File: src/verilog/lx_line_pkg.sv
// Stored line layout constants and the controller state type
package lx_line_pkg;

	// Stored line is {status, tag, line data}, status on top
	localparam int STATUS_BITS = 2;

	// Offsets counted down from the top bit of a stored line
	localparam int VALID_POS = 0;
	localparam int DIRTY_POS = 1;

	typedef enum logic [3:0] {
		SWEEP,
		IDLE,
		LOOKUP,
		READ_OUT,
		WRITE,
		WRITE_BACK,
		READ_MEM,
		UPDATE
	} ctrl_state_t;

endpackage

File: src/verilog/lx_way_ram.sv
// Block RAM holding one way of stored lines, registered read with old data
`timescale 1ns/1ps

module lx_way_ram
	import lx_line_pkg::*;
#(
	parameter int DATA_WIDTH = 32,
	parameter int OFFSET_BITS = 2,
	parameter int INDEX_BITS = 4,
	parameter int ADDRESS_WIDTH = 32,
	localparam int TAG_BITS = ADDRESS_WIDTH - INDEX_BITS - OFFSET_BITS,
	localparam int LINE_WIDTH = STATUS_BITS + TAG_BITS + (DATA_WIDTH << OFFSET_BITS),
	localparam int DEPTH = 1 << INDEX_BITS
) (
	input logic clock,
	input logic we,
	input logic [INDEX_BITS-1:0] index,
	input logic [LINE_WIDTH-1:0] wdata,
	output logic [LINE_WIDTH-1:0] rdata
);

	logic [LINE_WIDTH-1:0] mem [DEPTH];

	always_ff @(posedge clock) begin
		if (we)
			mem[index] <= wdata;
		// Read before write on the same index
		rdata <= mem[index];
	end

endmodule
File: config.mk
export PLATFORM = sky130hd
export DESIGN_NAME = lx_way_ram
export DESIGN_NICKNAME = d
export VERILOG_FILES = /design/src/verilog/lx_line_pkg.sv /design/src/verilog/lx_way_ram.sv
export SDC_FILE = /design/constraint.sdc
export NUM_CORES = 2
export LEC_CHECK = 0
export BUFFER_PORTS_ARGS = -buffer_cell sky130_fd_sc_hd__buf_2
export CORE_MARGIN = 2
export CORE_UTILIZATION = 50
export DETAILED_ROUTE_END_ITERATION = 8
export PLACE_DENSITY = 0.66
export SYNTH_ARGS = -nofsm -noshare
export SYNTH_HDL_FRONTEND = slang
export SYNTH_SLANG_ARGS = --single-unit
export TNS_END_PERCENT = 50
File: constraint.sdc
create_clock -name clock -period 30.7 [get_ports clock]
set_input_delay 4.605 -clock clock [delete_from_list [all_inputs] [get_ports clock]]
set_output_delay 4.605 -clock clock [all_outputs]
set_load 0.01 [all_outputs]
==> reports/qor.yml <==
status: "finished, final reports clean"
vias: 43802
syn_area_per_cell_um2: 24.2
antenna_found_initial: 62
layout_common_cells: "edfxtp_1, mux4_2, buf_2"
clock_skew_ns: 0.0530
final_nets: 4614
crit_path_end_kind: "flop"
synth_cell_types: 18
dieArea_um2: 196000
p_int_mw: 6.12
critPathKind: "input pin to flop"
ys_ff_latch: 2652
postPlaceCellArea_um2: 101000
slew_headroom_pct: 11.1
cts_setup_buffers: 0
min_path_cells: 3
power.switching_mw: 1.55
cts_made_buffers: 283
wl_per_cell_um: 30.3
max_cap_violations: 0
grt_max_degree: 164
design.core.area_um2: 192000
cp.arrival_ns: 9.05
startpoint_type: "input pin"
hold_path.class: "flop to flop"
fmax_ghz: 0.117
die_y_um: 443
die_w_um: 443
worstPathMaxFanout: 49
peakVddDrop_mv: 0.0497
sw_frac_of_total_pct: 20.2
dp_slack_ns: 21.18
hpwl_um: 104000
synth_edf_count: 2496
grt_overflow: 0
fillers: 13746
area_growth_pct: 14.0
tns_ns: 0
cts_max_level: 5
dr.pass1.iters: 7
portBuffers: 317
post-route-period-util_pct: 27.9
clock_path_buffers: 4
reg2reg_depth: 3
multiInputGateArea_um2: 17200
required_ns: 31.19
p_total_mw: 7.66
first_iter_violations: 4383
viasPerCell: 6.09
clk_pin_slew_ns: 0.06
p_seq_share_pct: 53.2
initial_core_util_pct: 50.1
gp_congestion: 0.714
yosysWarnings: 0
final_common_cell: "edfxtp_1"
netlist_instances: 3979
ys.flop_type: "edfxtp_1"
clkPwrFrac_pct: 42.2
cts_sinks: 2652
io_pins: 318
grt_pass1_vias: 45496
cts.repair.resized: 0
ys_async_sr_fraction_pct: 0
regArea_um2: 78100
post-route-min-period_ns: 8.56
combinationalPowerShare_pct: 4.6
synth_nets: 4141
hold_violations: 0
antenna_left: 0
syn_area_um2: 96200
routed_wl_um: 218000
drc_errors: 0
drv_slew: 0
fp-row-count: 161
rsz0062_at_grt: "false"
worst_pin_slew_ns: 1.33
grt_pass1_wl_um: 316000
holdBufCountCts: 0
track_usage_pct: 22.3
layout-drive-gt1-share_pct: 30.5
clockRootBuffer: "clkbuf_16"
setup_slack_ns: 22.14
clk_latency_ns: 0.92
fin_area_um2: 110000
yosysSeqAreaShare_pct: 81.1
power_density_nw_per_um2: 69.9
cts_tree: "done"
p_leak_nw: 35.2
setup_viol_count_final: 0
-- through the flow --
step / util, % / hold WS (ns) / instances
6_report: 57.1 / 0.617 / 7196
5_1_grt: 57.1 / 0.641 / 7188
4_1_cts: 57.1 / 0.623 / 7179
3_5_place_dp: 52.5 / 0.655 / 6693
3_3_place_gp: 52.5 / 0.648 / 6693
2_1_floorplan: - / 0.635 / 3979
-- sequential cells by signal, summed over array words and instances, names as in the netlist --
name and cells:
mem 2496, rdata 156
-- cell usage after synthesis (2+ instances only) --
master	n	area [um^2]
edfxtp_1	2496	75000
mux4_2	624	14100
a22oi_1	312	2340
nand2_1	157	589
dfxtp_1	156	3120
clkbuf_1	90	338
buf_4	57	428
buf_1	41	154
buf_2	17	85.1
nor2_1	13	48.8
nor3_1	4	20.0
buf_6	3	33.8
nand2b_1	2	12.5
nand3b_1	2	15.0
nor2b_1	2	12.5
-- metal layers --
| metal | up-vias | part of all wire (%) | GRT usage, % |
|---|---|---|---|
| met5 | - | 0.12 | 0 |
| met4 | 46 | 2.5 | 6.51 |
| met3 | 390 | 7.2 | 4.49 |
| li1 | 18018 | - | - |
| met1 | 23684 | 39 | 30.2 |
| met2 | 1664 | 51 | 37.1 |
-- kinds of logic after synthesis --
kind of cell           count (synthesis)  share of synthesized area, %
multiplexers                         624                          14.6
AND/OR/NAND/NOR                      183                         0.746
AO/OA/AOI/OAI                        312                          2.43
buffers and inverters                208                          1.08
flip-flops                          2652                          81.1
-- power groups by stage --
stage / sequential (mW) / clock (mW) / combinational (mW)
final: 4.08 / 3.24 / 0.350
after global routing: 4.08 / 3.44 / 0.378
after CTS: 4.08 / 3.30 / 0.357
after detailed placement: 4.15 / 0 / 0.356
after global placement: 4.15 / 0 / 0.352
after floorplan: 4.16 / 0 / 0.191
-- layout make-up --
type	instances	share of cell area, %
clock buffers	395	7.25
flip-flops and latches	2652	71.2
repair buffers	396	2.18
well taps	2526	2.88
clock inverters	91	0.762
multi-input cells	1119	15.7
diodes	17	0.0388
-- final timing paths --
| check | from | endpoint | slack (ns) |
|---|---|---|---|
| setup / recovery | index[1] | mem[14][88] | 22.14 |
| hold / removal | mem[14][120] | rdata[120] | 0.62 |
| setup reg to reg | mem[11][155] | rdata[155] | 29.26 |
| hold reg to reg | mem[14][120] | rdata[120] | 0.62 |
-- worst max-delay path, cell delays in order --
cell,delay (ns)
buf_8,0.31
nand2b_1,0.34
nor2_4,0.96
buf_4,0.90
buf_4,0.76
buf_4,0.90
No activity file was read; power rests on OpenSTA's default activity.
