[config.mk]
export PLATFORM = sky130hd
export DESIGN_NAME = lx_arbiter
export DESIGN_NICKNAME = d
export VERILOG_FILES = /design/src/verilog/lx_arbiter.sv
export SDC_FILE = /design/constraint.sdc
export NUM_CORES = 1
export LEC_CHECK = 0
export BUFFER_PORTS_ARGS = -buffer_cell sky130_fd_sc_hd__buf_2
export CAP_MARGIN = 25
export CORE_AREA = 2 2 39 41
export CTS_CLUSTER_SIZE = 10
export DETAILED_ROUTE_END_ITERATION = 16
export DIE_AREA = 0 0 41 43
export PLACE_DENSITY_LB_ADDON = 0.25
export SLEW_MARGIN = 20
export SYNTH_ARGS = -nofsm -noshare
export SYNTH_HDL_FRONTEND = slang
export SYNTH_SLANG_ARGS = --single-unit
[constraint.sdc]
create_clock -name clock -period 0.85 [get_ports clock]
set_clock_uncertainty 0.1 [all_clocks]
set_input_delay 0 -clock clock [delete_from_list [all_inputs] [get_ports clock]]
set_output_delay 0 -clock clock [all_outputs]
set_load 0.05 [all_outputs]
[src/verilog/lx_arbiter.sv]
// Round-robin arbiter over the upper-cache requesters
`timescale 1ns/1ps

module lx_arbiter #(
	parameter int NUM_CACHES = 2,
	localparam int CACHE_BITS = $clog2(NUM_CACHES)
) (
	input logic clock,
	input logic reset,
	input logic [NUM_CACHES-1:0] requests,
	output logic [CACHE_BITS-1:0] serve_next
);

	// Requester with top priority this round
	logic [CACHE_BITS-1:0] first;
	logic [NUM_CACHES-1:0] last_requests;

	always_comb begin : pick
		int cand;
		logic found;
		serve_next = first;
		found = 1'b0;
		for (int i = 0; i < NUM_CACHES; i++) begin
			cand = int'(first) + i;
			if (cand >= NUM_CACHES)
				cand = cand - NUM_CACHES;
			if (requests[cand] && !found) begin
				serve_next = CACHE_BITS'(cand);
				found = 1'b1;
			end
		end
	end

	// A requester drops its request only once answered, so a falling
	// request marks the last granted cache
	always_ff @(posedge clock) begin
		if (reset) begin
			first <= '0;
			last_requests <= '0;
		end else begin
			last_requests <= requests;
			for (int c = 0; c < NUM_CACHES; c++) begin
				if (last_requests[c] && !requests[c])
					first <= (c == NUM_CACHES - 1) ? '0 : CACHE_BITS'(c + 1);
			end
		end
	end

endmodule

==> impl_summary.txt <==
----------------------------------------------------
[Status]
  Result of the run ... complete, but fails checks
  Violations in the final reports ... hold timing, setup timing

[STA]
  Relative slew slack ... 0.8847
  Number of max-slew violations in the final report ... 0
  Min Tclk post-route ... 1091 ps
  F_max ... 917.0 MHz
  Final critical-path share of the clock period ... 1.283
  Worst Max-Slew Pin Slew ... 172.9 ps
  Min Hold Slack ... -42.77 ps
  Hold violation count in the final report ... 1
  Worst setup slack after layout ... -240.5 ps
  Final setup violating endpoints ... 2
  Setup repair after global routing missed its margin ... true

[GRT]
  Pin count of the biggest net entering global routing ... 4
  Wire length of the first global-routing pass ... 414 um
  GRT Overall Usage ... 0.04413
  Antenna violations before repair ... 0
  Via count of the first global-routing pass ... 128
  Overflow after GRT ... 0

[Synth]
  Total standard cell area after synthesis ... 111.4 um^2
  Number of synthesized flops with an enable pin ... 0
  Post-Synthesis Mean Instance Area ... 10.12 um^2
  Cell taking the most area after synthesis ... sky130_fd_sc_hd__dfxtp_1
  Dominant register cell in the synthesized netlist ... sky130_fd_sc_hd__dfxtp_1
  Fraction of registers with async set or reset after synthesis ... 0
  Synthesized instance count ... 11
  Top post-synthesis cells by count ... 3 x sky130_fd_sc_hd__dfxtp_1, 3 x sky130_fd_sc_hd__inv_1, 2 x sky130_fd_sc_hd__nor2_1
  Yosys warnings ... 0
  Synth top area cells ... sky130_fd_sc_hd__dfxtp_1 54%, sky130_fd_sc_hd__a221oi_2 13%, sky130_fd_sc_hd__inv_1 10%, sky130_fd_sc_hd__maj3_2 10%, sky130_fd_sc_hd__nor2_1 6.7%
  Unique cell type count in the Yosys netlist ... 6
  Synthesis-stage register bit count ... 3
  Fraction of synthesized cell area taken by the top area cell type ... 0.5393
  Syn nets ... 15
  Part of the Yosys area used for sequential elements ... 0.5393

[Finish]
  Area of the multi-input gates ... 40.04 um^2
  Layout fillers ... 169
  Final Util ... 0.1573
  Net count of the finished layout ... 27
  Post-route design area ... 217.7 um^2
  Sequential cell area ... 60.06 um^2
  Antenna Cells ... 0
  Ratio of cells with drive above 1 in the final layout ... 0.4091
  Layout-stage area growth over the synthesis result ... 95.51%

[Detailed routing]
  DRC violation total after the first TritonRoute iteration ... 0
  Post-Route WL ... 239 um
  Count of unresolved DRC violations after routing ... 0
  Number of vias per cell ... 2.737
  Detailed-route wire length per cell ... 6.289 um
  Number of routed nets with antenna violations ... 0
  Via count ... 104
  Number of iterations in the first detailed-routing pass ... 1

[Placement]
  Post-DP HPWL ... 177.6 um
  Cell Area, Placed ... 151.4 um^2
  Port Buffers ... 4
  Final Wtd Congestion ... 0.5211
  Dpl ws ... -43.95 ps

[Clock tree]
  Clock root cell ... sky130_fd_sc_hd__clkbuf_4
  Clock network latency to the later pin of the worst-skew pair ... 230 ps
  Post CTS Setup Buffer Count ... 0
  Number of buffers created by CTS ... 3
  Post-CTS clock slew at the launch and capture registers of the worst setup and hold paths ... 40 ps
  Clock sink count ... 3
  Maximum buffer depth of the clock tree ... 2
  Number of levels in the clock H-tree ... 1
  CTS tree ... done

[Floorplanning]
  Die area ... 1763 um^2
  IO Pins ... 5
  Overall die width ... 41 um
  Height of the chip ... 43 um
  Effective utilization at floorplan ... 0.08047
  CORE AREA ... 1384 um^2
  Num rows ... 14

[Pwr]
  Power per cell area ... 2111 nW/um^2
  Static leakage ... 0.09460 nW
  VDD IR-drop max ... 591.5 uV

[Worst setup path]
  Data required time at the worst endpoint ... 750 ps
  CP endpoint kind ... primary output
  Reg-to-reg slack, setup ... 80 ps
  Critical path launch point type ... register
  Critical Path Fanout Max ... 2
  Type of the worst setup path ... register to primary output
  Data arrival time of the critical path ... 990 ps

[Worst hold path]
  Type of the most critical hold path ... primary input to register

[Run]
  # Max-Cap Violations ... 0

----------------------------------------------------
per-stage QoR:
| step | power (mW) | TNS (ps) | cells |
|---|---|---|---|
| floorplan | 0.1815 | 0 | 11 |
| global placement | 0.1945 | -42.65 | 31 |
| detailed placement | 0.1971 | -43.95 | 31 |
| CTS | 0.4754 | -326.7 | 38 |
| global route | 0.5069 | -378.0 | 38 |
| finish | 0.4596 | -309.7 | 38 |
layout by cell type, fill, tap and decap left out:
master	n
sky130_fd_sc_hd__nand2b_1	1
sky130_fd_sc_hd__clkbuf_4	3
sky130_fd_sc_hd__buf_2	3
sky130_fd_sc_hd__nor2_1	2
sky130_fd_sc_hd__inv_1	3
sky130_fd_sc_hd__buf_8	1
sky130_fd_sc_hd__clkbuf_1	1
sky130_fd_sc_hd__dlygate4sd3_1	3
sky130_fd_sc_hd__dfxtp_1	3
sky130_fd_sc_hd__maj3_2	1
sky130_fd_sc_hd__a221oi_2	1
power breakdown:
group / switching (mW) / internal, mW
sequential: 0.00298 / 0.149
combinational: 0.0290 / 0.0320
clock: 0.0708 / 0.176
total: 0.103 / 0.357
cell families after synthesis:
group	count (synthesis)	share of synthesized area
and+or+nand+nor	3	0.1237
DFF	3	0.5393
adders and majority gates	1	0.1011
AOI/OAI and AO/OA	1	0.1348
buffers and inverters	3	0.1011
worst max-delay path, stage by stage (launching register included):
cell,delay [ps]
sky130_fd_sc_hd__dfxtp_1,300
sky130_fd_sc_hd__maj3_2,300
sky130_fd_sc_hd__buf_8,150
metal layers:
layer  track usage  wire length, um
met1       0.02244               86
met2       0.05625              131
met3       0.03665               21
met4       0.08000                0
met5             0                0
state kept, by name, summed over array words and instances, names as in the netlist:
| register | cells |
|---|---|
| first | 1 |
| last_requests | 2 |
timing repair:
| item | 4_1_cts | 5_1_grt |
|---|---|---|
| gates resized for setup | 3 | 0 |
| gates cloned | 0 | 0 |
| setup endpoints to repair | 1 | 2 |
| hold buffers | 3 | 1 |
| pin swaps | 1 | 0 |
| endpoints found under the hold margin | 3 | 2 |
area by class of cell:
type                            instances  area share
Tap cell                               16     0.09195
Clock buffer                            4      0.1207
Multi-Input combinational cell          5      0.1839
Timing Repair Buffer                    7      0.2759
Sequential cell                         3      0.2759
Inverter                                3     0.05172
worst paths after layout:
| path | from | end | cells after the start |
|---|---|---|---|
| hold reg to reg | last_requests[1] | first | 1 |
| hold / removal | requests[0] | first | 3 |
| setup / recovery | first | serve_next | 2 |
| setup reg to reg | first | first | 2 |
(Power assumes the default switching activity.)
