`src/verilog/lx_lru.sv`:
```
// Per-set LRU age tracking and oldest way selection
`timescale 1ns/1ps

module lx_lru #(
	parameter int INDEX_BITS = 4,
	parameter int NUMBER_OF_WAYS = 2,
	localparam int WAY_BITS = $clog2(NUMBER_OF_WAYS),
	localparam int SETS = 1 << INDEX_BITS
) (
	input logic clock,
	input logic reset,
	input logic [INDEX_BITS-1:0] index,
	input logic access_valid,
	input logic [WAY_BITS-1:0] access_way,
	output logic [WAY_BITS-1:0] lru_way
);

	// Age 0 is most recent, NUMBER_OF_WAYS-1 is the oldest
	logic [WAY_BITS-1:0] age [SETS][NUMBER_OF_WAYS];
	logic [WAY_BITS-1:0] touched_age;

	assign touched_age = age[index][access_way];

	always_ff @(posedge clock) begin
		if (reset) begin
			for (int s = 0; s < SETS; s++) begin
				for (int w = 0; w < NUMBER_OF_WAYS; w++)
					age[s][w] <= WAY_BITS'(w);
			end
		end else if (access_valid) begin
			for (int w = 0; w < NUMBER_OF_WAYS; w++) begin
				if (WAY_BITS'(w) == access_way)
					age[index][w] <= '0;
				else if (age[index][w] < touched_age)
					age[index][w] <= age[index][w] + 1'b1;
			end
		end
	end

	// Ages stay a permutation, so exactly one way is oldest
	always_comb begin
		lru_way = '0;
		for (int w = 0; w < NUMBER_OF_WAYS; w++) begin
			if (age[index][w] == WAY_BITS'(NUMBER_OF_WAYS - 1))
				lru_way = WAY_BITS'(w);
		end
	end

endmodule

```
`config.mk`:
```
export PLATFORM = sky130hd
export DESIGN_NAME = lx_lru
export DESIGN_NICKNAME = d
export VERILOG_FILES = /design/src/verilog/lx_lru.sv
export SDC_FILE = /design/constraint.sdc
export NUM_CORES = 1
export LEC_CHECK = 0
export BUFFER_PORTS_ARGS = -buffer_cell sky130_fd_sc_hd__buf_4
export CAP_MARGIN = 20
export CELL_PAD_IN_SITES_DETAIL_PLACEMENT = 0
export CELL_PAD_IN_SITES_GLOBAL_PLACEMENT = 1
export CORE_ASPECT_RATIO = 1.25
export CORE_MARGIN = 4
export CORE_UTILIZATION = 45
export DETAILED_ROUTE_END_ITERATION = 8
export HOLD_SLACK_MARGIN = 0.1
export PLACE_DENSITY = 0.77
export SLEW_MARGIN = 20
export SYNTH_ARGS = -nofsm -noshare
export SYNTH_HDL_FRONTEND = slang
export SYNTH_SLANG_ARGS = --single-unit
```
`constraint.sdc`:
```
create_clock -name clock -period 2.45 [get_ports clock]
set_clock_uncertainty 0.1 [all_clocks]
set_input_delay 0.49 -clock clock [delete_from_list [all_inputs] [get_ports clock]]
set_output_delay 0.49 -clock clock [all_outputs]
set_load 0.005 [all_outputs]
```
==> impl_metrics.py <==
metrics = {
    "run_status": {
        "status": "finished clean",
    },
    "routing": {
        "first_pass_iters": 4,
        "drt_iter0_markers": 120,
        "wl_um": 4569,
        "wire_per_inst_um": 18.20,
        "num_vias": 1457,
        "routed_via_density": 5.805,
        "ant_nets": 0,
        "drc_errors": 0,
    },
    "pwr": {
        "ir_drop_mv": 0.2166,
        "fin_total_pwr_mw": 1.212,
        "power_density_nw_per_um2": 521.2,
        "p_leak_nw": 0.7194,
    },
    "synthesis": {
        "synth_top_family_by_area": "simple AND/OR/NAND/NOR gates",
        "synth_top_flop_cell": "edfxtp_1",
        "synth_adder_area_share_pct": 0,
        "synth_compound_area_share_pct": 16.59,
        "synthTopCellsByCount": "36 x nand2_1, 31 x edfxtp_1, 21 x o21bai_1, 13 x clkbuf_1, 11 x nor2_1",
        "yosys_warnings": 0,
        "async_flop_share_pct": 0,
        "avgSynthCellArea_um2": 11.55,
        "synth_area_leaders": "edfxtp_1 45%, o21bai_1 7.6%, nand2_1 6.5%",
        "synth_mux_area_share_pct": 9.625,
        "synth_edf_count": 31,
        "yosysTopAreaCellShare_pct": 45.04,
        "ys_seq_area_share_pct": 46.00,
        "netlist_area_um2": 2067,
        "synth-xor-area-share_pct": 0,
        "yosysMostFrequentCell": "nand2_1",
        "synth-simple-area-share_pct": 22.46,
        "synth.ff_latch_count": 32,
        "yosysUniqueCellTypes": 28,
        "yosysTopAreaCell": "edfxtp_1",
        "synthCells": 179,
        "syn-num-nets": 187,
    },
    "cts": {
        "cts_tree": "done",
        "cts_made_buffers": 5,
        "postCtsHoldBufs": 0,
        "cts_buffer_depth": 2,
        "root_buffer": "clkbuf_8",
        "clock-sinks": 32,
        "clk_latency_ns": 0.28,
        "htree_levels": 2,
        "clkTransAtPathRegs_ns": 0.06,
    },
    "place": {
        "place_congestion": 0.8014,
        "place_ws_ns": -0.1515,
        "dp_cells": 241,
        "dpl.hpwl_um": 3093,
        "place_area_um2": 2222,
        "io_buffers": 8,
    },
    "grt": {
        "antenna_found_initial": 0,
        "grt_max_degree": 34,
        "grt_pass1_vias": 1534,
        "grt_first_pass_wirelength_um": 7376,
        "overflow": 0,
        "grt_usage_pct": 17.66,
    },
    "sta": {
        "hold-worst-slack_ns": 0.3675,
        "worstMarginPinSlew_ns": 0.5249,
        "min_period_over_period_pct": 98.02,
        "fin_ws_ns": 0.04858,
        "rsz0062_at_grt": "no",
        "hold_viol_final": 0,
        "maxSlewHeadroom_pct": 65.01,
        "timing.final.crit_period_ns": 2.401,
        "fmax_mhz": 416.4,
        "final.setup.tns_ns": 0,
        "finalMaxSlewViolations": 0,
        "setup_viol": 0,
    },
    "final_layout": {
        "top_regs": "age (32)",
        "utilization_pct": 52.53,
        "fillers": 396,
        "syn_to_final_growth_pct": 12.47,
        "fin_cells": 251,
        "layout-drive-gt1-share_pct": 30.57,
        "antenna_cells": 0,
        "finalNetCount": 200,
        "top_register": "age",
        "final_cell_area_um2": 2325,
        "largest_reg_flops": 32,
    },
    "setup_path": {
        "crit_path_cell_trace": "buf_8, buf_12, mux4_2, a22oi_4, nand3_4, buf_4, buf_4",
        "startpoint_type": "input port",
        "cp_max_fo": 10,
        "worstPathRequired_ns": 1.86,
        "critPathCaptureType": "output port",
        "cp_data_arrival_time_ns": 1.81,
        "max_stage_delay_ns": 0.52,
        "cp_common_cell": "buf_4",
        "cp_slowest_cell": "mux4_2",
        "criticalPathCategory": "input port to output port",
    },
    "die": {
        "rows": 27,
        "io_pins": 9,
        "die_h_um": 83.78,
        "fp.dieW_um": 68.62,
        "core_um2": 4425,
        "dieArea_um2": 5749,
        "floorplan.initialDensity_pct": 46.71,
    },
    "job": {
        "max_cap_viol_count": 0,
    },
    "min_path": {
        "hp-class": "flop to flop",
    },
}
## cell type report
type	count	area (um2)	area share, %
multi-input combinational	127	1006	43.27
sequential	32	950.9	40.90
timing repair buffer	26	215.2	9.257
clock buffer	7	76.32	3.283
tap	58	72.57	3.122
clock inverter	1	3.754	0.1615
## placed cells by master, fill, tap and decap left out
cell type  count
a211o_1        1
a21boi_4       1
a22oi_1        1
a22oi_4        1
and3_1         1
and4_1         1
buf_12         1
buf_4         24
buf_8          1
clkbuf_1       2
clkbuf_8       5
clkinv_1       1
dfxtp_1        1
edfxtp_1      31
mux4_1         5
mux4_2         3
nand2_1       36
nand2b_1       4
nand3_1        3
nand3_4        2
nor2_1        11
nor2b_1        2
nor3_1         6
nor3_2         9
nor4_1         7
nor4_4         1
o21ba_4        1
o21bai_1      21
o21bai_2      10
## power by group
part,switching [mW],leakage [nW],internal [mW]
Clock,0.182,0.0399,0.197
Combinational,0.123,0.394,0.0909
Sequential,0.00413,0.285,0.615
## worst paths after layout
kind / startpoint / endpoint / slack (ns) / depth (start not counted)
hold / removal: age[8][0] / age[8][0] / 0.37 / 1
setup / recovery: index[0] / lru_way / 0.05 / 7
hold reg to reg: age[8][0] / age[8][0] / 0.37 / 1
setup reg to reg: age[2][0] / age[14][0] / 0.20 / 6
## worst max-delay path: cells and delay by family
kind | cells | cell delay [ns]
buffers and inverters | 4 | 0.52
multiplexers | 1 | 0.52
AO/OA/AOI/OAI | 1 | 0.17
AND/OR/NAND/NOR | 1 | 0.10
## cell families (layout without fill, tap and decap cells)
logic type,count (synthesis),in the layout
simple gates,83,83
compound gates,36,36
flops,32,32
buf+inv,20,34
mux,8,8
## what timing repair did
action,in CTS,in global routing
setup buffers,0,2
endpoints found under the setup margin,1,1
pin swaps,0,1
gates resized for setup,2,0
## metal layers
metal / track usage [%] / routed length, um / up-vias / part of all wire (%)
met5: 0 / 0 / - / 0
met4: 7.595 / 101 / 0 / 2.2
met3: 4.043 / 211 / 11 / 4.6
met2: 30.32 / 2462 / 36 / 54
met1: 20.07 / 1794 / 719 / 39
li1: - / - / 691 / -
Power figures use the tool's default switching activity.
