--- src/verilog/lx_line_pkg.sv ---
// Stored line layout constants and the controller state type
package lx_line_pkg;

	// Stored line is {status, tag, line data}, status on top
	localparam int STATUS_BITS = 2;

	// Offsets counted down from the top bit of a stored line
	localparam int VALID_POS = 0;
	localparam int DIRTY_POS = 1;

	typedef enum logic [3:0] {
		SWEEP,
		IDLE,
		LOOKUP,
		READ_OUT,
		WRITE,
		WRITE_BACK,
		READ_MEM,
		UPDATE
	} ctrl_state_t;

endpackage

--- src/verilog/lx_lookup.sv ---
// Tag compare over all ways, hit way encoding and victim selection
`timescale 1ns/1ps

module lx_lookup
	import lx_line_pkg::*;
#(
	parameter int DATA_WIDTH = 32,
	parameter int OFFSET_BITS = 2,
	parameter int INDEX_BITS = 4,
	parameter int ADDRESS_WIDTH = 32,
	parameter int NUMBER_OF_WAYS = 2,
	localparam int LINE_DATA_BITS = DATA_WIDTH << OFFSET_BITS,
	localparam int TAG_BITS = ADDRESS_WIDTH - INDEX_BITS - OFFSET_BITS,
	localparam int LINE_WIDTH = STATUS_BITS + TAG_BITS + LINE_DATA_BITS,
	localparam int WAY_BITS = $clog2(NUMBER_OF_WAYS)
) (
	input logic [NUMBER_OF_WAYS-1:0][LINE_WIDTH-1:0] lines,
	input logic [TAG_BITS-1:0] tag,
	input logic [WAY_BITS-1:0] lru_way,
	output logic hit,
	output logic [WAY_BITS-1:0] matched_way,
	output logic [WAY_BITS-1:0] victim_way,
	output logic victim_dirty,
	output logic [TAG_BITS-1:0] victim_tag,
	output logic [LINE_DATA_BITS-1:0] line_data
);

	logic [NUMBER_OF_WAYS-1:0] valid;
	logic [NUMBER_OF_WAYS-1:0] match;
	logic found_empty;
	logic [WAY_BITS-1:0] chosen;

	always_comb begin
		for (int w = 0; w < NUMBER_OF_WAYS; w++) begin
			valid[w] = lines[w][LINE_WIDTH-1-VALID_POS];
			match[w] = valid[w] && (lines[w][LINE_DATA_BITS +: TAG_BITS] == tag);
		end
	end

	// At most one way matches, so OR-ing indexes encodes it
	always_comb begin
		matched_way = '0;
		for (int w = 0; w < NUMBER_OF_WAYS; w++) begin
			if (match[w])
				matched_way = matched_way | WAY_BITS'(w);
		end
		hit = |match;
	end

	// Empty ways fill before anything is evicted
	always_comb begin
		victim_way = lru_way;
		found_empty = 1'b0;
		for (int w = 0; w < NUMBER_OF_WAYS; w++) begin
			if (!valid[w] && !found_empty) begin
				victim_way = WAY_BITS'(w);
				found_empty = 1'b1;
			end
		end
	end

	assign chosen = hit ? matched_way : victim_way;
	assign line_data = lines[chosen][0 +: LINE_DATA_BITS];
	assign victim_tag = lines[chosen][LINE_DATA_BITS +: TAG_BITS];
	assign victim_dirty = !hit && lines[chosen][LINE_WIDTH-1-DIRTY_POS];

endmodule

--- config.mk ---
export PLATFORM = sky130hd
export DESIGN_NAME = lx_lookup
export DESIGN_NICKNAME = d
export VERILOG_FILES = /design/src/verilog/lx_line_pkg.sv /design/src/verilog/lx_lookup.sv
export SDC_FILE = /design/constraint.sdc
export NUM_CORES = 1
export LEC_CHECK = 0
export BUFFER_PORTS_ARGS = -buffer_cell sky130_fd_sc_hd__buf_2
export CAP_MARGIN = 20
export CORE_AREA = 2 2 191 193
export DETAILED_ROUTE_END_ITERATION = 12
export DIE_AREA = 0 0 193 195
export PLACE_DENSITY_LB_ADDON = 0.08
export SLEW_MARGIN = 20
export SYNTH_ARGS = -nofsm -noshare
export SYNTH_HDL_FRONTEND = slang
export SYNTH_SLANG_ARGS = --single-unit
--- constraint.sdc ---
create_clock -name vclk -period 4.4
set_clock_uncertainty 0.2 [all_clocks]
set_input_delay 0.44 -clock vclk [all_inputs]
set_output_delay 0.44 -clock vclk [all_outputs]
set_load 0.02 [all_outputs]
==> results of run 1 <==
## kinds of logic (layout without fill, tap and decap cells)
logic type,Yosys count,count (layout)
mux,155,155
compound gates,3,3
simple gates,20,20
xor+xnor,52,52
other cells,0,1
buf+inv,18,501
## per-stage QoR
step	total power, µW	util (%)	setup WS, ns	instances
final	734	16.1	0.788	1193
after floorplan	421	-	1.65	248
after global routing	792	16.1	0.543	1193
after CTS	750	16.1	0.775	1192
after global placement	753	16.1	0.747	1192
after detailed placement	747	16.1	0.793	1192
## synth_stat cells, drive strengths merged
cell type  count  share of area (%)
xor2          22                7.2
nand2          1               0.23
nor3           2               0.37
mux2i          1               0.37
mux2         154                 73
buf           16                4.6
nand3          1               0.19
nor4           5                1.2
xnor2         30                9.8
o21ai          2               0.37
nor2           1               0.14
nand4          9                2.1
or4            1               0.28
inv            2               0.28
a21boi         1               0.28
## critical path: cells and delay by family
kind	cells	cell delay, ns
AO/OA/AOI/OAI	1	0.34
XOR/XNOR	1	0.39
buffers and inverters	3	0.48
multiplexers	1	0.40
AND/OR/NAND/NOR	3	0.78
## layout make-up
cell class         instances  area [µm²]  share of cell area [%]
diodes                     1        2.50                  0.0440
well taps                461         577                    10.1
multi-input cells        230        2580                    45.3
inverters                  2        7.51                   0.132
repair buffers           499        2530                    44.4
## cell usage in the layout (no fill, tap or decap), types with 2 or more instances in the layout
| cell type | netlist | routed |
|---|---|---|
| nor4_1 | 5 | 5 |
| mux2_4 | 60 | 60 |
| buf_2 | 9 | 497 |
| xor2_1 | 22 | 22 |
| nor3_1 | 2 | 2 |
| nand4_1 | 9 | 9 |
| buf_12 | 0 | 2 |
| mux2_2 | 94 | 94 |
| xnor2_1 | 30 | 30 |
| inv_1 | 2 | 2 |
## where the power goes
part,switching [µW],total (µW),internal [µW]
Sequential,0,0,0
Combinational,374,734,359
Clock,0,0.0000305,0.0000305
Total,374,734,359
## worst max path at each step
stage | start | to | slack, ns | cells after the start
finish | tag[10] | line_data[9] | 0.79 | 9
global route | tag[10] | line_data[16] | 0.54 | 9
CTS | tag[10] | line_data[8] | 0.78 | 9
detailed placement | tag[10] | line_data[8] | 0.79 | 9
global placement | tag[9] | line_data[19] | 0.75 | 8
floorplan | lru_way | line_data[100] | 1.65 | 7
## routing by layer
metal	up-vias	GRT usage (%)
met2	258	19.4
met1	1718	8.72
li1	1888	-
met3	8	1.33
met5	-	0
met4	0	0.730
==> metrics, run 1 <==
vias per cell=about 3.2; Fill cells=4142; post-cts gate resize count=0; CP max-delay cell=or4_1; Finished Cell Area=5690 µm²; Slew Viols, Final=0; Lkg Pwr=~0.003 µW; cell mode on critical path=buf_2; Setup violations, final=0; Die Ht=around 200 µm; Worst path max stage delay=0.55 ns; mux share of post-synthesis cell area=73.1%; Synth Net Count=587; Syn Area/Cell=around 11 µm²; synthesized instance count=around 250; Vias=3872; compound-gate portion of the synthesized area=less than 1%; top layer reached by signal wires=met4; met1 WL=6250 µm; WHS Path Cells=3; WP data arrival=~3.0 ns; first-pass GRT wire length=approximately 25000 µm; Tmin final=between 3 and 4 ns; Hold Buf Count CTS=0; Final Hold Viols=0; DR WL/cell=between 15 and 20 µm; worst setup path category=input pin to primary output; RSZ-0062 raised after global routing=no; crit end category=primary output; I/O Pins=497; ANT nets after route=0; Final HPWL DP=roughly 17000 µm; register area=0 µm²; sequential cells=0; adder-cell share of the synthesized area=0%; width of the die=approximately 190 µm; Hold Path Class=input pin to primary output; type of origin of the critical path=input pin; IO Port Bufs=between 400 and 500; Peak VDD IR=~0.037 mV; worst hold start=lines[253]; Max Freq=277 MHz; highest fanout seen on the critical path=80; post-synthesis simple-gate area fraction=~4.5%; setup TNS=0 ns; synthesized area=~2700 µm²; initial core utilization=under 10%; Layout clock buffers=0; maxcap violations=0; largest family of logic cells by synthesized area=multiplexers; hold slack=just over 1 ns; Residual DRC=0; worst slew pin tran=about 0.58 ns; WP data required=3.76 ns; outcome=completed; met2 wire length=10800 µm; Tot GR Track Use=between 8 and 9%; DRT iter0 DRCs=39; share of post-route cells with drive strength above 1=between 80% and 90%; Post-DP Area=5690 µm²; area of the die=between 30000 and 40000 µm²; largest net degree at the start of global routing=81; final cycle utilization of the critical path=between 80% and 90%; initial antenna violation count=1; Hold Crit Endpoint=line_data[97]; DRT Pass-1 Iters=4; routability cong.=0.706; DRT Wirelength=18800 µm; xor/xnor share of the synthesized area=~17%; Rel. slew slack=61.3%; final net count=1072; register area share after synthesis=0%; area grow syn2layout=111%; number of global-route vias before repair=between 4000 and 5000; total gr overflow=0; Core Area=roughly 35000 µm²; postcts setup bufs=0; sequence of cells on the critical path=buf_2 -> xnor2_1 -> nand4_1 -> or4_1 -> o21ai_1 -> nand2_8 -> buf_12 -> mux2_2 -> buf_2; Yosys warning count=0; row cnt=a little under 70; Synth cell types=18; Power Density=129 nW/µm²; metal3 WL=about 1700 µm
(Power assumes the default switching activity.)
==> run 2: changes to the inputs <==
==> constraint.sdc (replaced) <==
create_clock -name vclk -period 3.05
set_clock_uncertainty 0.2 [all_clocks]
set_input_delay 0.305 -clock vclk [all_inputs]
set_output_delay 0.305 -clock vclk [all_outputs]
set_load 0.02 [all_outputs]
==> run 2 against run 1 <==
Sequential share of layout area unchanged. Setup slack got worse by 0.71 ns. Die area unchanged. Global-route usage rose by 0.56 points. Critical path type unchanged.
==> metrics, run 2 (synthesis gave the netlist of run 1 again) <==
Top delay family on crit path=simple AND/OR/NAND/NOR gates; commonest non-fill, non-tap cells in the layout=buf_2 (490), mux2_2 (92), mux2_4 (62), xnor2_1 (23), xor2_1 (22); width of the die=193 µm; Final Hold Viols=0; Die Ht=195 µm; initial core utilization=roughly 7.6%; Power Density=approximately 190 nW/µm²; Core Area=~35000 µm²; Residual DRC=0; Finished Cell Area=between 6000 and 7000 µm²; initial antenna violation count=3; register area=0 µm²; type of origin of the critical path=input pin; Vias=between 4000 and 5000; area of the die=roughly 38000 µm²; Max Freq=roughly 340 MHz; number of global-route vias before repair=4231; DR WL/cell=about 17 µm; DRT iter0 DRCs=34; setup TNS=0 ns; row cnt=between 60 and 70; Hold Crit Endpoint=line_data[12]; WP data arrival=between 2 and 2.5 ns; area grow syn2layout=132%; Final HPWL DP=18100 µm; first-pass GRT wire length=roughly 26000 µm; Slew Viols, Final=0; worst setup path category=input pin to primary output; share of post-route cells with drive strength above 1=about nine tenths; Bufs and invs on worst path=4; outcome=completed; Worst path max stage delay=about 0.53 ns; most common cell after layout, fill and taps aside=buf_2; Layout clock buffers=0; Tot GR Track Use=9.43%; vias per cell=around 3.3; routability cong.=between 0.8 and 0.9; DRT Wirelength=about 21000 µm; worst slew pin tran=around 0.44 ns; largest net degree at the start of global routing=36; Setup violations, final=0; highest fanout seen on the critical path=12; CP max-delay cell=or4_4; cell mode on critical path=buf_2; final cycle utilization of the critical path=between 90% and 100%; ANT nets after route=0; worst hold start=lines[12]; final net count=~1100; Rel. slew slack=a little over two thirds; sequence of cells on the critical path=buf_2 -> xnor2_2 -> nand4_1 -> or4_4 -> o21ai_2 -> buf_6 -> nand2_8 -> clkbuf_16 -> mux2_4 -> buf_2; maxcap violations=0; Hold Buf Count CTS=0; Post-DP Area=slightly below 6000 µm²; total gr overflow=0; I/O Pins=497; sequential cells=0; crit end category=primary output; Tmin final=around 3 ns; Hold Path Class=input pin to primary output; WP data required=about 2.5 ns; DRT Pass-1 Iters=4; Peak VDD IR=slightly above 0.06 mV; IO Port Bufs=just under 500; WHS Path Cells=3; Lkg Pwr=0.00331 µW; RSZ-0062 raised after global routing=yes
[run 2: cell count changes in the layout (fill, tap and decap cells not counted), sizes merged]
cell    previous run  this run
nand2              1         3
diode              1         3
clkbuf             0         5
buf              499       524
[run 2: layout make-up]
class | instances | area, µm²
antenna | 3 | 7.51
multi-input combinational | 232 | 2690
fill | 4106 | 29100
inverter | 2 | 7.51
timing repair buffer | 529 | 2980
tap | 461 | 577
[run 2: per-layer routing]
metal  up-vias  GRT usage (%)  share of wire, %  wire length, µm
met4         0           1.12               1.3              270
met2       268           19.7                56            11600
met1      1786           9.68                34             7080
met5         -              0                 0                0
li1       1965              -                 -                -
met3        12           1.73               9.2             1920
[run 2: power breakdown]
group          internal [µW]  leakage [µW]  switching [µW]  total [µW]
Sequential                 0             0               0           0
Combinational            592       0.00331             572        1160
Clock               0.000132  0.0000000190               0    0.000132
Total                    592       0.00331             572        1160
[run 2: worst max path at each step]
stage                        from        endpoint  slack, ns  cells after the start
after floorplan           lru_way  line_data[100]       0.57                      7
after global placement    tag[10]   line_data[10]      -0.16                      9
after detailed placement  tag[10]    line_data[9]      -0.26                      9
after CTS                 tag[10]  victim_tag[20]     -0.009                     11
after global routing      tag[22]  line_data[101]      -0.02                     10
final                      tag[0]  line_data[101]       0.08                     10
[run 2: repair_timing]
item	CTS	global route
setup buffers	2	1
pin swaps	6	3
cloned	2	7
gates resized for setup	6	31
setup endpoints to repair	152	146
[run 2: metrics by stage]
| stage | hold WS (ns) | setup slack, ns | util (%) | power (µW) | std cells |
|---|---|---|---|---|---|
| after global routing | 0.748 | -0.0150 | 17.7 | 1250 | 1227 |
| after CTS | 0.754 | -0.00860 | 16.8 | 1130 | 1216 |
| after floorplan | 0.569 | 0.568 | - | 607 | 248 |
| final | 0.736 | 0.0787 | 17.7 | 1160 | 1227 |
| after detailed placement | 0.754 | -0.260 | 16.6 | 1110 | 1212 |
| after global placement | 0.752 | -0.160 | 16.6 | 1120 | 1212 |
