==> src/verilog/lx_line_pkg.sv <==
// Stored line layout constants and the controller state type
package lx_line_pkg;

	// Stored line is {status, tag, line data}, status on top
	localparam int STATUS_BITS = 2;

	// Offsets counted down from the top bit of a stored line
	localparam int VALID_POS = 0;
	localparam int DIRTY_POS = 1;

	typedef enum logic [3:0] {
		SWEEP,
		IDLE,
		LOOKUP,
		READ_OUT,
		WRITE,
		WRITE_BACK,
		READ_MEM,
		UPDATE
	} ctrl_state_t;

endpackage

==> src/verilog/lx_msg_pkg.sv <==
// Message codes for the upper-cache and memory buses
package lx_msg_pkg;

	localparam int MSG_BITS = 3;

	// Requests come from the upper caches and go out to memory.
	// Answers come from memory and go back up to the upper caches.
	typedef enum logic [MSG_BITS-1:0] {
		NO_REQ     = 3'd0,
		R_REQ      = 3'd1,
		WB_REQ     = 3'd2,
		MEM_NO_MSG = 3'd4,
		MEM_READY  = 3'd5,
		MEM_SENT   = 3'd6
	} msg_t;

endpackage

==> src/verilog/lx_controller.sv <==
// Cache controller FSM: request handling, memory sequencing and line writes
`timescale 1ns/1ps

module lx_controller
	import lx_msg_pkg::*;
	import lx_line_pkg::*;
#(
	parameter int DATA_WIDTH = 32,
	parameter int OFFSET_BITS = 2,
	parameter int INDEX_BITS = 4,
	parameter int ADDRESS_WIDTH = 32,
	parameter int NUMBER_OF_WAYS = 2,
	parameter int NUM_CACHES = 2,
	localparam int LINE_DATA_BITS = DATA_WIDTH << OFFSET_BITS,
	localparam int TAG_BITS = ADDRESS_WIDTH - INDEX_BITS - OFFSET_BITS,
	localparam int LINE_WIDTH = STATUS_BITS + TAG_BITS + LINE_DATA_BITS,
	localparam int WAY_BITS = $clog2(NUMBER_OF_WAYS),
	localparam int CACHE_BITS = $clog2(NUM_CACHES)
) (
	input logic clock,
	input logic reset,
	input logic [NUM_CACHES-1:0][ADDRESS_WIDTH-1:0] address,
	input logic [NUM_CACHES-1:0][LINE_DATA_BITS-1:0] data_in,
	input msg_t [NUM_CACHES-1:0] msg_in,
	input logic [CACHE_BITS-1:0] serve_next,
	input logic hit,
	input logic [WAY_BITS-1:0] matched_way,
	input logic [WAY_BITS-1:0] victim_way,
	input logic victim_dirty,
	input logic [TAG_BITS-1:0] victim_tag,
	input logic [LINE_DATA_BITS-1:0] line_data,
	input msg_t mem2cache_msg,
	input logic [LINE_DATA_BITS-1:0] mem2cache_data,
	output logic [NUM_CACHES-1:0] requests,
	output logic [INDEX_BITS-1:0] index,
	output logic [TAG_BITS-1:0] tag,
	output logic [NUMBER_OF_WAYS-1:0] we,
	output logic [LINE_WIDTH-1:0] wdata,
	output logic access_valid,
	output logic [WAY_BITS-1:0] access_way,
	output logic [NUM_CACHES-1:0][LINE_DATA_BITS-1:0] data_out,
	output logic [NUM_CACHES-1:0][ADDRESS_WIDTH-1:0] out_address,
	output msg_t [NUM_CACHES-1:0] msg_out,
	output msg_t cache2mem_msg,
	output logic [ADDRESS_WIDTH-1:0] cache2mem_address,
	output logic [LINE_DATA_BITS-1:0] cache2mem_data
);

	ctrl_state_t state;
	logic [INDEX_BITS-1:0] sweep_count;
	logic lookup_wait;
	logic [CACHE_BITS-1:0] serving;
	msg_t t_msg;
	logic [ADDRESS_WIDTH-1:0] t_address;
	logic [LINE_DATA_BITS-1:0] t_data;
	logic [LINE_DATA_BITS-1:0] t_line;
	logic [WAY_BITS-1:0] t_way;
	logic [ADDRESS_WIDTH-1:0] line_address;
	logic [STATUS_BITS-1:0] wstatus;
	logic out_idle;
	logic accept;
	logic resolve;

	always_comb begin
		out_idle = 1'b1;
		for (int c = 0; c < NUM_CACHES; c++) begin
			requests[c] = (msg_in[c] == R_REQ) || (msg_in[c] == WB_REQ);
			out_idle = out_idle && (msg_out[c] == MEM_NO_MSG);
		end
	end

	assign accept = (state == IDLE) && (|requests) && out_idle;
	// RAM output for the latched index is ready one cycle into LOOKUP
	assign resolve = (state == LOOKUP) && !lookup_wait;

	assign index = (state == SWEEP) ? sweep_count : t_address[OFFSET_BITS +: INDEX_BITS];
	assign tag = t_address[ADDRESS_WIDTH-1 -: TAG_BITS];
	assign line_address = {t_address[ADDRESS_WIDTH-1:OFFSET_BITS], {OFFSET_BITS{1'b0}}};

	// Fills store clean lines, writes from above store dirty ones
	always_comb begin
		wstatus = '0;
		wstatus[STATUS_BITS-1-VALID_POS] = 1'b1;
		if (state == WRITE)
			wstatus[STATUS_BITS-1-DIRTY_POS] = 1'b1;
		if (state == SWEEP)
			wdata = '0;
		else
			wdata = {wstatus, tag, (state == WRITE) ? t_data : t_line};
		for (int w = 0; w < NUMBER_OF_WAYS; w++)
			we[w] = (state == SWEEP) ||
				(((state == WRITE) || (state == UPDATE)) && (t_way == WAY_BITS'(w)));
	end

	assign access_valid = (state == READ_OUT) || (state == WRITE);
	assign access_way = t_way;

	always_ff @(posedge clock) begin
		if (reset) begin
			state <= SWEEP;
			sweep_count <= '0;
			lookup_wait <= 1'b0;
			serving <= '0;
			cache2mem_msg <= NO_REQ;
			for (int c = 0; c < NUM_CACHES; c++)
				msg_out[c] <= MEM_NO_MSG;
		end else begin
			case (state)
				SWEEP: begin
					sweep_count <= sweep_count + 1'b1;
					if (&sweep_count)
						state <= IDLE;
				end
				IDLE: begin
					for (int c = 0; c < NUM_CACHES; c++)
						msg_out[c] <= MEM_NO_MSG;
					if (accept) begin
						serving <= serve_next;
						lookup_wait <= 1'b1;
						state <= LOOKUP;
					end
				end
				LOOKUP: begin
					lookup_wait <= 1'b0;
					if (resolve) begin
						if (hit)
							state <= (t_msg == R_REQ) ? READ_OUT : WRITE;
						else if (victim_dirty) begin
							cache2mem_msg <= WB_REQ;
							state <= WRITE_BACK;
						end else if (t_msg == R_REQ) begin
							cache2mem_msg <= R_REQ;
							state <= READ_MEM;
						end else
							state <= WRITE;
					end
				end
				WRITE_BACK: begin
					if (mem2cache_msg == MEM_READY) begin
						cache2mem_msg <= (t_msg == R_REQ) ? R_REQ : NO_REQ;
						state <= (t_msg == R_REQ) ? READ_MEM : WRITE;
					end
				end
				READ_MEM: begin
					if (mem2cache_msg == MEM_SENT) begin
						cache2mem_msg <= NO_REQ;
						state <= UPDATE;
					end
				end
				UPDATE: state <= READ_OUT;
				READ_OUT: begin
					msg_out[serving] <= MEM_SENT;
					state <= IDLE;
				end
				WRITE: begin
					msg_out[serving] <= MEM_READY;
					state <= IDLE;
				end
				default: state <= IDLE;
			endcase
		end
	end

	// Request and line payload
	always_ff @(posedge clock) begin
		if (accept) begin
			t_msg <= msg_in[serve_next];
			t_address <= address[serve_next];
			t_data <= data_in[serve_next];
		end
		if (resolve) begin
			t_line <= line_data;
			t_way <= hit ? matched_way : victim_way;
			if (!hit && victim_dirty) begin
				cache2mem_address <= {victim_tag, index, {OFFSET_BITS{1'b0}}};
				cache2mem_data <= line_data;
			end else if (!hit)
				cache2mem_address <= line_address;
		end
		if ((state == WRITE_BACK) && (mem2cache_msg == MEM_READY))
			cache2mem_address <= line_address;
		if ((state == READ_MEM) && (mem2cache_msg == MEM_SENT))
			t_line <= mem2cache_data;
		if (state == READ_OUT)
			data_out[serving] <= t_line;
		if ((state == READ_OUT) || (state == WRITE))
			out_address[serving] <= t_address;
	end

endmodule

==> config.mk <==
export PLATFORM = sky130hd
export DESIGN_NAME = lx_controller
export DESIGN_NICKNAME = d
export VERILOG_FILES = /design/src/verilog/lx_line_pkg.sv /design/src/verilog/lx_msg_pkg.sv /design/src/verilog/lx_controller.sv
export SDC_FILE = /design/constraint.sdc
export NUM_CORES = 1
export LEC_CHECK = 0
export ABC_AREA = 1
export ABC_CLOCK_PERIOD_IN_PS = 7010
export BUFFER_PORTS_ARGS = -buffer_cell sky130_fd_sc_hd__buf_2
export CORE_AREA = 2 2 500 502
export CTS_CLUSTER_SIZE = 30
export DETAILED_ROUTE_END_ITERATION = 10
export DIE_AREA = 0 0 502 504
export HOLD_SLACK_MARGIN = 0.1
export PLACE_DENSITY = 0.41
export SKIP_CTS_REPAIR_TIMING = 1
export SLEW_MARGIN = 20
export SYNTH_ARGS = -nofsm -noshare
export SYNTH_HDL_FRONTEND = slang
export SYNTH_SLANG_ARGS = --single-unit
==> constraint.sdc <==
create_clock -name clock -period 7.01 [get_ports clock]
set_input_delay 0.701 -clock clock [delete_from_list [all_inputs] [get_ports clock]]
set_output_delay 0.701 -clock clock [all_outputs]
set_load 0.03 [all_outputs]
==> flow_summary.toml <==
[status]
status = "completed"

[logic_synthesis]
yosysWarnings = 0
synth_compound_area_share_pct = 3.05
synth_area_leader_cell = "edfxtp_1"
synth_fa_ha_area_share_pct = 0.0404
synth.avg_cell_area_um2 = 16.3
syn_area_mm2 = 0.0309
ys_seq_elements = 787
synth_top_area_share_pct = 74.7
synth_top_family_by_area = "multiplexers"
synth_xor_area_share_pct = 0
ys_seq_area_share_pct = 75.8
synthSimpleGateAreaFrac_pct = 5.40
syn_inst = 1899
synth.area.mux_share_pct = 11.8
yosys-top-cells-area = "edfxtp_1 75%, mux2_2 6.5%, mux2_4 5.3%"
synth.distinct_cells = 30

[timing]
worst_pin_slew_ns = 1.09
finalHoldViolCount = 0
drv_slew = 0
setup_tns_ns = 0
worst_slack_ns = 2.23
fin_skew_ns = 0.0276
period_needed_ns = 4.78
grt_setup_unrepaired = "false"
relSlewSlack_pct = 27.3
max_clock_freq_mhz = 209
setup_viol_count_final = 0
post-route-period-util_pct = 68.2

[layout]
drive_above_1_share_pct = 53.6
num-fill-cells = 27206
final_area_mm2 = 0.0446
multiInputGateArea_mm2 = 0.00637
finalNetCount = 3854
area_growth_pct = 44.2
register_area_mm2 = 0.0235

[power]
ir_drop_uv = 193
power_per_cell_area_mw_per_mm2 = 353
p_leak_nw = 17.9

[die]
core_mm2 = 0.248
initial_core_util_pct = 12.5
rows = 183
die_x_um = 502
dieArea_mm2 = 0.253
pin_count = 1299
die_h_um = 504

[grt]
grt_usage_pct = 13.7
grt_max_degree = 83
grt_pass1_wl_um = 227000
antenna_found_initial = 101
first_global_vias = 22335
gr-total-overflow = 0

[drt]
firstDrtPassIters = 5
postRouteAntennaNets = 0
vias = 22252
drt-total-wl_um = 180000
remaining_drc_errors = 0
vias_per_cell = 3.34
drtIter0Drc = 1680
wl_per_cell_um = 27.0

[clocking]
htreeDepth = 3
clkSinkCount = 787
root_buffer = "clkbuf_16"
clk_latency_ns = 0.73
clk_pin_slew_ns = 0.06
cts_tree = "yes"
cts-buffers-inserted = 99
clockBufferDepth = 3

[worst_hold_path]
hold_path.class = "in2reg"
worstHoldPathCells = 1
hold_end = "cache2mem_data[32]"
min-delay-start = "line_data[32]"

[critical_path]
r2r_slack_ns = 3.31
crit_fanout = 75
crit_path_end_kind = "primary output"
r2r_cells = 7
crit_arrival_ns = 4.08
cp.required_ns = 6.31
crit_type = "reg2out"
timing.rr.end = "data_out[192]"
critPathSlowestCell = "buf_4"
critPathLaunchType = "register"
reg2reg_from = "state[0]"
crit_chain = "nor2_1 > nand2_4 > inv_8 > buf_4 > o21ai_0 > inv_1 > buf_2"
slowest_delay_ns = 0.79

[flow_run]
drv_cap = 0

[place]
postPlaceCellArea_mm2 = 0.0411
gp_congestion = 0.867
hpwlAfterDp_um = 144000
io_buffers = 1295
place_ws_ns = 2.91
-- cell usage in the layout, fill, tap and decap left out, drive strengths merged, types with 2 or more instances in the layout --
| cell type | count |
|---|---|
| diode | 24 |
| o21ai | 150 |
| nand3 | 10 |
| mux2 | 288 |
| conb | 3 |
| dfxtp | 17 |
| edfxtp | 770 |
| clkinvlp | 4 |
| nor3 | 5 |
| a21oi | 36 |
| inv | 101 |
| dlygate4sd3 | 23 |
| bufinv | 6 |
| nor2 | 140 |
| clkinv | 43 |
| buf | 1324 |
| clkbuf | 121 |
| nand2 | 270 |
| nand4 | 2 |
-- where the power goes --
| part | total [mW] | internal [mW] | switching (mW) |
|---|---|---|---|
| Clock | 5.10 | 2.86 | 2.24 |
| Sequential | 6.43 | 5.95 | 0.485 |
| Combinational | 4.22 | 0.938 | 3.28 |
-- routing by layer --
metal | vias up | part of all wire (%) | global-route usage [%]
li1 | 9599 | - | -
met1 | 11050 | 40 | 16.4
met2 | 1303 | 48 | 23.5
met3 | 246 | 9.3 | 4.47
met4 | 54 | 2.3 | 3.05
met5 | - | 0.19 | 0
-- kinds of logic (layout without fill, tap and decap cells) --
kind of cell	count (synthesis)	count (layout)
other cells	1	27
simple gates	428	428
buf+inv	206	1622
flops	787	787
mux	288	288
fa+ha+maj	1	1
compound gates	188	188
-- registers in the layout (all words and copies together), names as in the netlist --
| register | cells |
|---|---|
| access_way | 1 |
| cache2mem_data | 128 |
| data_out | 256 |
| state | 3 |
| t_address | 32 |
| out_address | 64 |
| t_msg | 3 |
| t_line | 128 |
| cache2mem_address | 30 |
| msg_out | 6 |
| sweep_count | 4 |
| t_data | 128 |
| serving | 1 |
| cache2mem_msg | 2 |
| lookup_wait | 1 |
-- layout make-up --
type | instances | area share, %
antenna | 24 | 0.135
clock buffer | 121 | 5.79
clock inverter | 62 | 1.28
inverter | 92 | 0.819
multi-input combinational | 908 | 14.3
sequential | 787 | 52.6
tap | 3330 | 9.34
timing repair buffer | 1347 | 15.8
-- critical path: cells and delay by family, from the launching register on --
family	cells	cell delay, ns
flip-flops	1	0.40
AND/OR/NAND/NOR	2	0.68
buffers and inverters	4	1.71
AO/OA/AOI/OAI	1	0.24
-- how the worst max path moves through the flow --
stage,end,depth (start not counted),start
after detailed placement,wdata[69],7,state[0]
after global routing,wdata[69],7,state[0]
after CTS,wdata[69],7,state[0]
after global placement,wdata[101],6,state[0]
after floorplan,data_out[0],5,state[0]
final,wdata[69],7,state[0]
-- cells in the mapped netlist --
cell type	n
mux2_2	179
nand2_4	1
o21ai_0	149
a21oi_1	36
clkbuf_2	1
edfxtp_1	770
inv_1	88
nand3_1	10
conb_1	1
nor3_1	5
clkbuf_1	28
nor2_2	2
dfxtp_1	17
nor2_4	2
mux2_4	109
a31oi_1	1
inv_2	3
nand3b_1	1
ha_1	1
nand2_2	4
o21ai_1	1
buf_4	40
buf_12	11
buf_2	27
clkinv_1	1
buf_6	7
o21a_1	1
nor2_1	136
nand2_1	265
nand4_1	2
-- metrics by stage --
step                      total power, mW  hold WS (ns)  cells  util, %
after floorplan                      8.57         0.421   1901        -
after global placement               10.9         0.450   6436     16.6
after detailed placement             10.9         0.455   6440     16.6
after CTS                            16.1        0.0378   6623     17.9
after global routing                 16.4         0.101   6651     18.0
final                                15.8         0.183   6671     18.0
Note: power is estimated with default switching activity, not from simulation.
